--- config.mk ---
export PLATFORM = sky130hd
export DESIGN_NAME = bp_top
export DESIGN_NICKNAME = d
export VERILOG_FILES = /design/src/design/bp_pkg.sv /design/src/design/bp_shifter.sv /design/src/design/bp_filter_mapper.sv /design/src/design/bp_line_buffer.sv /design/src/design/bp_pe_array.sv /design/src/design/bp_top.sv
export SDC_FILE = /design/constraint.sdc
export NUM_CORES = 2
export LEC_CHECK = 0
export ABC_AREA = 1
export BUFFER_PORTS_ARGS = -buffer_cell sky130_fd_sc_hd__clkbuf_2
export CAP_MARGIN = 0
export CORE_ASPECT_RATIO = 0.9
export CORE_MARGIN = 5
export CORE_UTILIZATION = 60
export CTS_BUF_LIST = sky130_fd_sc_hd__clkbuf_8
export CTS_CLUSTER_DIAMETER = 100
export CTS_CLUSTER_SIZE = 12
export DETAILED_ROUTE_END_ITERATION = 7
export GPL_TIMING_DRIVEN = 0
export PLACE_DENSITY = 0.75
export SYNTH_ARGS = -nofsm -noshare
export SYNTH_HDL_FRONTEND = slang
export SYNTH_HIERARCHICAL = 1
export SYNTH_SLANG_ARGS = --single-unit
--- constraint.sdc ---
create_clock -name clk -period 7.6 [get_ports clk]
set_clock_uncertainty 0.05 [all_clocks]
set_input_delay 1.52 -clock clk [delete_from_list [all_inputs] [get_ports clk]]
set_output_delay 1.52 -clock clk [all_outputs]
set_load 0.01 [all_outputs]
--- src/design/bp_pkg.sv ---
`default_nettype none

package bp_pkg;

    // one filtered projection sample, two's complement
    typedef logic signed [15:0] sample_t;

    // row sum of one PE
    // 15 samples need 4 guard bits, 8 leaves headroom
    typedef logic signed [23:0] sum_t;

    // scan accumulator and step base, unsigned fixed point
    localparam int ACCU_WIDTH = 16;
    // fraction bits, the integer part is the upper 4
    localparam int ACCU_FRAC = 12;
    typedef logic [ACCU_WIDTH-1:0] accu_t;

    // filtered line memory
    localparam int LINE_DEPTH = 64;
    typedef logic [5:0] addr_t;

endpackage

`default_nettype wire

--- src/design/bp_shifter.sv ---
`timescale 1ns/10ps
`default_nettype none

// sequencer for the fill and shift phases of one row
module bp_shifter
    import bp_pkg::*;
#(
    parameter int NUM_PE      = 4,
    parameter int TAP_SPACING = 4,
    parameter int IMAGE_SIZE  = 16
)
(
    input  logic  clk,
    input  logic  reset_n,
    input  logic  fill_kick,
    input  logic  shift_kick,
    input  accu_t accu_base,
    output logic  fill_done,
    output logic  shift_done,
    output logic  mp_kick,
    output logic  mp_shift_en,
    output logic  lb_clear,
    output logic  lb_shift_en,
    output logic  pe_kick,
    output logic  pe_step
);

    // position of the last PE tap in the line buffer
    localparam int LAST_TAP = (NUM_PE - 1) * TAP_SPACING;
    // fill runs LAST_TAP+1 cycles, counter goes LAST_TAP..0
    localparam int FILL_INIT = LAST_TAP;
    // first pixel comes from the fill, so IMAGE_SIZE-1 scan steps
    localparam int SHIFT_INIT = IMAGE_SIZE - 2;
    localparam int CNT_MAX = (FILL_INIT > SHIFT_INIT) ? FILL_INIT : SHIFT_INIT;
    localparam int CNT_W = $clog2(CNT_MAX + 1);

    typedef enum logic [1:0] {
        st_ready,
        st_fill,
        st_filled,
        st_shift
    } state_t;

    state_t           state;
    logic [CNT_W-1:0] cnt;
    accu_t            accu;
    accu_t            accu_next;
    logic             int_change;
    logic             fill_last;
    logic             shift_last;
    logic             shift_kick_q;
    // delay lines, bit 1 is the output
    logic [1:0]       fill_done_sr;
    logic [1:0]       shift_done_sr;
    logic [1:0]       step_sr;
    logic             lb_shift_en_q;

    // wraps on purpose, only the integer boundary matters
    assign accu_next = accu + accu_base;
    assign int_change = accu_next[ACCU_WIDTH-1:ACCU_FRAC] != accu[ACCU_WIDTH-1:ACCU_FRAC];

    // last cycle of each phase
    assign fill_last  = (state == st_fill) && (cnt == '0);
    assign shift_last = (state == st_shift) && (cnt == '0);

    // fill kick clears buffer and rewinds mapper in the same cycle
    assign mp_kick  = fill_kick && (state == st_ready);
    assign lb_clear = fill_kick && (state == st_ready);

    // every fill cycle shifts
    // in a scan step only when the integer part moves
    assign mp_shift_en = (state == st_fill) || ((state == st_shift) && int_change);

    // registered kick doubles as PE clear
    assign pe_kick = shift_kick_q;

    always_ff @(posedge clk)
    begin
        if (reset_n)
        begin
            state <= st_ready;
            cnt   <= '0;
            accu  <= '0;
        end
        else
        begin
            case (state)
                st_ready:
                begin
                    if (fill_kick)
                    begin
                        state <= st_fill;
                        cnt   <= CNT_W'(FILL_INIT);
                    end
                end
                st_fill:
                begin
                    if (cnt == '0)
                        state <= st_filled;
                    else
                        cnt <= cnt - 1'b1;
                end
                st_filled:
                begin
                    // start half a step in, shift on pixel boundaries
                    // rather than on pixel centres
                    accu <= accu_base >> 1;
                    if (shift_kick_q)
                    begin
                        state <= st_shift;
                        cnt   <= CNT_W'(SHIFT_INIT);
                    end
                end
                st_shift:
                begin
                    accu <= accu_next;
                    if (cnt == '0)
                        state <= st_ready;
                    else
                        cnt <= cnt - 1'b1;
                end
                default:
                    state <= st_ready;
            endcase
        end
    end

    always_ff @(posedge clk)
    begin
        if (reset_n)
        begin
            shift_kick_q  <= 1'b0;
            lb_shift_en_q <= 1'b0;
            fill_done_sr  <= '0;
            shift_done_sr <= '0;
            step_sr       <= '0;
        end
        else
        begin
            // shift kick only counts once the line is in
            shift_kick_q  <= shift_kick && (state == st_filled);
            // one cycle for the registered memory read
            lb_shift_en_q <= mp_shift_en;
            // two cycles: memory read, then line buffer
            fill_done_sr  <= {fill_done_sr[0], fill_last};
            shift_done_sr <= {shift_done_sr[0], shift_last};
            step_sr       <= {step_sr[0], state == st_shift};
        end
    end

    assign lb_shift_en = lb_shift_en_q;
    assign fill_done   = fill_done_sr[1];
    assign shift_done  = shift_done_sr[1];
    // taps of step k are in the buffer when this is high
    assign pe_step     = step_sr[1];

endmodule

`default_nettype wire

--- src/design/bp_filter_mapper.sv ---
`timescale 1ns/10ps
`default_nettype none

// filtered line store with a sequential read pointer
module bp_filter_mapper
    import bp_pkg::*;
(
    input  logic    clk,
    input  logic    reset_n,
    input  logic    wr_en,
    input  addr_t   wr_addr,
    input  sample_t wr_data,
    input  logic    mp_kick,
    input  logic    mp_shift_en,
    output sample_t rd_sample
);

    sample_t mem [LINE_DEPTH];
    addr_t   rd_ptr;
    sample_t rd_q;

    // load port, only driven while the engine sits idle
    always_ff @(posedge clk)
    begin
        if (wr_en)
            mem[wr_addr] <= wr_data;
    end

    // rewind at fill start, one step per shift request
    always_ff @(posedge clk)
    begin
        if (reset_n)
            rd_ptr <= '0;
        else if (mp_kick)
            rd_ptr <= '0;
        else if (mp_shift_en)
            rd_ptr <= rd_ptr + 1'b1;
    end

    // registered read
    // sample at the current pointer shows up next cycle
    always_ff @(posedge clk)
    begin
        rd_q <= mem[rd_ptr];
    end

    assign rd_sample = rd_q;

endmodule

`default_nettype wire

--- src/design/bp_line_buffer.sv ---
`timescale 1ns/10ps
`default_nettype none

// tapped sample shift register between mapper and PEs
module bp_line_buffer
    import bp_pkg::*;
#(
    parameter int NUM_PE      = 4,
    parameter int TAP_SPACING = 4
)
(
    input  logic                 clk,
    input  logic                 reset_n,
    input  logic                 lb_clear,
    input  logic                 lb_shift_en,
    input  sample_t              rd_sample,
    output sample_t [NUM_PE-1:0] taps
);

    localparam int LAST_TAP = (NUM_PE - 1) * TAP_SPACING;

    // position 0 holds the newest sample
    sample_t line [LAST_TAP+1];

    always_ff @(posedge clk)
    begin
        if (reset_n || lb_clear)
        begin
            for (int i = 0; i <= LAST_TAP; i++)
                line[i] <= '0;
        end
        else if (lb_shift_en)
        begin
            line[0] <= rd_sample;
            for (int i = 1; i <= LAST_TAP; i++)
                line[i] <= line[i-1];
        end
    end

    // taps come straight off the register stages
    // after a full fill tap i holds sample LAST_TAP - i*TAP_SPACING
    always_comb
    begin
        for (int i = 0; i < NUM_PE; i++)
            taps[i] = line[i*TAP_SPACING];
    end

endmodule

`default_nettype wire

--- src/design/bp_pe_array.sv ---
`timescale 1ns/10ps
`default_nettype none

// one accumulator per tap, summed over a scan row
module bp_pe_array
    import bp_pkg::*;
#(
    parameter int NUM_PE     = 4,
    parameter int IMAGE_SIZE = 16
)
(
    input  logic                 clk,
    input  logic                 reset_n,
    input  logic                 pe_kick,
    input  logic                 pe_step,
    input  sample_t [NUM_PE-1:0] taps,
    output sum_t    [NUM_PE-1:0] pe_sums,
    output logic                 result_valid
);

    // scan steps in one row
    localparam int ROW_STEPS = IMAGE_SIZE - 1;
    localparam int STEP_W = $clog2(ROW_STEPS + 1);

    sum_t [NUM_PE-1:0] acc;
    sum_t [NUM_PE-1:0] acc_next;
    sum_t [NUM_PE-1:0] sums_q;
    logic [STEP_W-1:0] step_cnt;
    logic              last_step;
    logic              valid_q;

    // this pe_step is the final one of the row
    assign last_step = pe_step && (step_cnt == STEP_W'(ROW_STEPS - 1));

    always_comb
    begin
        for (int i = 0; i < NUM_PE; i++)
            acc_next[i] = acc[i] + sum_t'(signed'(taps[i]));
    end

    always_ff @(posedge clk)
    begin
        if (reset_n)
        begin
            step_cnt <= '0;
            valid_q  <= 1'b0;
        end
        else
        begin
            // strobe lands as pe_step falls
            valid_q <= last_step;
            if (pe_kick)
                step_cnt <= '0;
            else if (pe_step)
                step_cnt <= step_cnt + 1'b1;
        end
    end

    // running sums, cleared at the start of each row
    always_ff @(posedge clk)
    begin
        if (pe_kick)
            acc <= '0;
        else if (pe_step)
            acc <= acc_next;
    end

    // output sums hold until the next row completes
    always_ff @(posedge clk)
    begin
        if (reset_n)
            sums_q <= '0;
        else if (last_step)
            sums_q <= acc_next;
    end

    assign pe_sums      = sums_q;
    assign result_valid = valid_q;

endmodule

`default_nettype wire

--- src/design/bp_top.sv ---
`timescale 1ns/10ps
`default_nettype none

// row shifting datapath
// shifter drives mapper, line buffer and PE array
module bp_top
    import bp_pkg::*;
#(
    parameter int NUM_PE      = 4,
    parameter int TAP_SPACING = 4,
    parameter int IMAGE_SIZE  = 16
)
(
    input  logic              clk,
    input  logic              reset_n,
    input  logic              fill_kick,
    input  logic              shift_kick,
    input  accu_t             accu_base,
    input  logic              wr_en,
    input  addr_t             wr_addr,
    input  sample_t           wr_data,
    output logic              fill_done,
    output logic              shift_done,
    output logic              result_valid,
    output sum_t [NUM_PE-1:0] pe_sums
);

    // shifter to mapper
    logic mp_kick;
    logic mp_shift_en;
    // shifter to line buffer
    logic lb_clear;
    logic lb_shift_en;
    // shifter to PEs
    logic pe_kick;
    logic pe_step;
    // datapath
    sample_t              rd_sample;
    sample_t [NUM_PE-1:0] taps;

    bp_shifter #(
        .NUM_PE      (NUM_PE),
        .TAP_SPACING (TAP_SPACING),
        .IMAGE_SIZE  (IMAGE_SIZE)
    ) bp_shifter_i (
        .clk         (clk),
        .reset_n     (reset_n),
        .fill_kick   (fill_kick),
        .shift_kick  (shift_kick),
        .accu_base   (accu_base),
        .fill_done   (fill_done),
        .shift_done  (shift_done),
        .mp_kick     (mp_kick),
        .mp_shift_en (mp_shift_en),
        .lb_clear    (lb_clear),
        .lb_shift_en (lb_shift_en),
        .pe_kick     (pe_kick),
        .pe_step     (pe_step)
    );

    bp_filter_mapper bp_filter_mapper_i (
        .clk         (clk),
        .reset_n     (reset_n),
        .wr_en       (wr_en),
        .wr_addr     (wr_addr),
        .wr_data     (wr_data),
        .mp_kick     (mp_kick),
        .mp_shift_en (mp_shift_en),
        .rd_sample   (rd_sample)
    );

    bp_line_buffer #(
        .NUM_PE      (NUM_PE),
        .TAP_SPACING (TAP_SPACING)
    ) bp_line_buffer_i (
        .clk         (clk),
        .reset_n     (reset_n),
        .lb_clear    (lb_clear),
        .lb_shift_en (lb_shift_en),
        .rd_sample   (rd_sample),
        .taps        (taps)
    );

    bp_pe_array #(
        .NUM_PE       (NUM_PE),
        .IMAGE_SIZE   (IMAGE_SIZE)
    ) bp_pe_array_i (
        .clk          (clk),
        .reset_n      (reset_n),
        .pe_kick      (pe_kick),
        .pe_step      (pe_step),
        .taps         (taps),
        .pe_sums      (pe_sums),
        .result_valid (result_valid)
    );

endmodule

`default_nettype wire

==> out/qor.csv <==
metric,value,unit
number of flops mapped to enable cells by yosys,1232,
detailed-route vias per instance,5.555,
area of the die,122400,µm²
worst endpoint data arrival time,4.39,ns
transition time at the pin with the least slew margin,1.319,ns
top-level I/O count,142,
total negative slack,0,ns
clock sinks,1480,
count of cells resized by post-cts repair,0,
final RePlAce weighted congestion,1.018,
critical path class,in2reg,
highest fanout seen on the critical path,16,
Post-Place Setup Slack,2.792,ns
number of max-slew violations in the final report,0,
number of antenna violations at the first check in global routing,8,
Slew Limit Headroom,11.73,%
TritonRoute pass-1 iters,6,
clock slew seen by the registers of the worst setup and hold paths,0.09,ns
Core ar.,114900,µm²
sequential share of the synthesized area,60.57,%
cell area after synthesis,69280,µm²
post-detailed-route count of antenna-violating nets,0,
number of global-route vias before repair,48780,
fraction of final layout cells sized beyond drive strength 1,10.26,%
crit path capture type,flip-flop,
Starting DRT DRC Count,7088,
cell types occupying the most area after synthesis,"sky130_fd_sc_hd__edfxtp_1 53%, sky130_fd_sc_hd__nand2_1 12%, sky130_fd_sc_hd__dfxtp_1 7.2%",
count of port buffers added during placement,137,
All-Layer GR Usage,32.15,%
first-pass GRT wire length,295.0,mm
"setup slack, reg-to-reg",4.38,ns
Max VDD drop,0.2406,mV
"leading cell type in the layout, fill and taps excluded",sky130_fd_sc_hd__nand2_1,
total nets after synthesis,7636,
setup violation total in the final timing report,0,
Max Cap Viol,0,
count of yosys warnings during synthesis,6,
Synth Register Bits,1480,
final cell area excluding filler cells,75020,µm²
net count of the finished layout,7961,
Multi-input gate area,21230,µm²
area growth from synthesis to layout,8.296,%
post-synthesis async set-or-reset flop share,0,%
clock latency of the later-clocked register in the worst-skew pair,0.91,ns
Vert. Die Dim,332.4,µm
level count of the clock H-tree,4,
starting density of the core,60.31,%
worst hold path type,reg2reg,
placed standard-cell area,72610,µm²
storage element area,41960,µm²
final wirelength,199.2,mm
total leakage power,32.85,nW
"commonest non-fill, non-tap cells in the layout","2184 x sky130_fd_sc_hd__nand2_1, 1232 x sky130_fd_sc_hd__edfxtp_1, 1154 x sky130_fd_sc_hd__inv_1",
final critical-path setup slack,3.648,ns
syn avg cell area,9.271,µm²
count of unique library cells instantiated by Yosys,44,
result of the run,"complete, no violations",
fraction of synthesized cell area taken by the top area cell type,53.40,%
die outline width,368.2,µm
CTS Root Buffer Type,sky130_fd_sc_hd__clkbuf_8,
detailed-route via count,52080,
post-DP HPWL,143.1,mm
DRC Markers,0,
startpoint type of the worst setup path,input pin,
number of clock buffers inserted by TritonCTS,141,
Fillers,9244,
grt ovf,0,
setup repair after global routing missed its margin,false,
"Hold Vio Cnt, Final",0,
maximum root-to-sink buffer count,3,
Required @ worst endpoint,8.04,ns
hold buffers post-CTS,0,
dominant synthesized flop cell,sky130_fd_sc_hd__edfxtp_1,
cell area power density,277.2,nW/µm²
Post-Syn Instances,7472,
final worst path period share,52.01,%
cell type with the largest total area after synthesis,sky130_fd_sc_hd__edfxtp_1,
number of buffers inserted by post-CTS setup repair,0,
average wire per cell in the routed design,21.24,µm
"Min Clock Period, post-route",3.952,ns
highest clock rate,253.0,MHz
TritonCTS clock tree,yes,
count of standard-cell rows,118,
maximum number of pins on one net before global-route repair,74,
-- area by class of cell --
class | count | area share, %
antenna | 2 | 0.006671
inverter | 1097 | 5.489
clock inverter | 75 | 0.4653
buffer | 373 | 2.872
clock buffer | 145 | 2.660
sequential | 1480 | 55.93
multi-input combinational | 4522 | 28.29
timing repair buffer | 182 | 1.783
tap | 1500 | 2.502
-- critical path, cell delays in order --
cell and delay [ns]:
sky130_fd_sc_hd__clkbuf_1 0.21, sky130_fd_sc_hd__inv_1 0.31, sky130_fd_sc_hd__nand4_1 0.94, sky130_fd_sc_hd__nor2_1 1.40
-- synth_stat cells (2+ instances only) --
cell type,number
sky130_fd_sc_hd__a211oi_1,4
sky130_fd_sc_hd__a21o_1,15
sky130_fd_sc_hd__a21oi_1,131
sky130_fd_sc_hd__a21oi_2,3
sky130_fd_sc_hd__a31oi_1,4
sky130_fd_sc_hd__and2_1,4
sky130_fd_sc_hd__buf_1,28
sky130_fd_sc_hd__buf_12,10
sky130_fd_sc_hd__buf_2,149
sky130_fd_sc_hd__buf_4,100
sky130_fd_sc_hd__buf_6,4
sky130_fd_sc_hd__clkbuf_1,82
sky130_fd_sc_hd__dfxtp_1,248
sky130_fd_sc_hd__edfxtp_1,1232
sky130_fd_sc_hd__fa_1,5
sky130_fd_sc_hd__ha_1,116
sky130_fd_sc_hd__inv_1,1091
sky130_fd_sc_hd__inv_2,5
sky130_fd_sc_hd__nand2_1,2185
sky130_fd_sc_hd__nand2_2,9
sky130_fd_sc_hd__nand3_1,787
sky130_fd_sc_hd__nand3_2,7
sky130_fd_sc_hd__nand3b_1,10
sky130_fd_sc_hd__nand4_1,44
sky130_fd_sc_hd__nor2_1,821
sky130_fd_sc_hd__nor2_2,14
sky130_fd_sc_hd__nor2_4,101
sky130_fd_sc_hd__nor3_1,13
sky130_fd_sc_hd__nor3_2,2
sky130_fd_sc_hd__nor4_1,8
sky130_fd_sc_hd__o211ai_1,67
sky130_fd_sc_hd__o21ai_0,112
sky130_fd_sc_hd__o21ai_1,7
sky130_fd_sc_hd__o22ai_1,2
sky130_fd_sc_hd__or2_2,2
sky130_fd_sc_hd__xnor2_1,15
sky130_fd_sc_hd__xor2_1,28
-- power breakdown --
group	switching (mW)	internal [mW]	total (mW)	leakage (nW)
Combinational	4.58	1.91	6.50	17.9
Sequential	0.305	9.50	9.81	13.5
Clock	2.72	1.77	4.49	1.41
Total	7.61	13.2	20.8	32.9
-- cell families after synthesis --
family,after synthesis,share of synthesized area (%)
simple gates,4009,24.70
buf+inv,1470,9.054
flops,1480,60.57
fa+ha+maj,121,2.240
compound gates,349,2.888
xor+xnor,43,0.5437
-- routing by layer --
metal,share of wire [%],vias to the layer above,global-route usage [%]
li1,-,24500,-
met1,40,24290,44.71
met2,43,2824,47.88
met3,13,470,9.094
met4,4.5,0,13.78
met5,0,-,0
-- metrics by stage --
stage                     total power, mW  utilization (%)  std cells  hold WS [ns]
after floorplan                     14.29                -       7472        0.3383
after global placement              16.22            62.54       9109        0.3444
after detailed placement            16.32            63.21       9152        0.3457
after CTS                           20.68            65.25       9372        0.3599
after global routing                21.87            65.31       9375        0.3945
final                               20.80            65.31       9376        0.3568
-- flip-flops by register name, indices dropped and copies added, names as in the netlist, 2 cells and up --
register,flops
bp_shifter_i/shift_done_sr,2
bp_filter_mapper_i/rd_ptr,6
bp_pe_array_i/step_cnt,4
bp_shifter_i/step_sr,2
bp_line_buffer_i/line,208
bp_shifter_i/cnt,4
bp_pe_array_i/pe_sums,96
bp_pe_array_i/acc,96
bp_shifter_i/fill_done_sr,2
bp_filter_mapper_i/mem,1024
bp_shifter_i/accu,15
bp_filter_mapper_i/rd_sample,16
bp_shifter_i/state,2
-- path summary, 6_finish.rpt --
check,from,end,depth (start not counted)
min,bp_shifter_i/shift_done_sr[0],bp_shifter_i/shift_done_sr[1],2
max reg2reg,bp_shifter_i/accu[0],bp_filter_mapper_i/rd_ptr[5],19
max,wr_addr[0],bp_filter_mapper_i/mem[2][3],4
min reg2reg,bp_shifter_i/shift_done_sr[0],bp_shifter_i/shift_done_sr[1],2
Note: power is estimated with default switching activity, not from simulation.
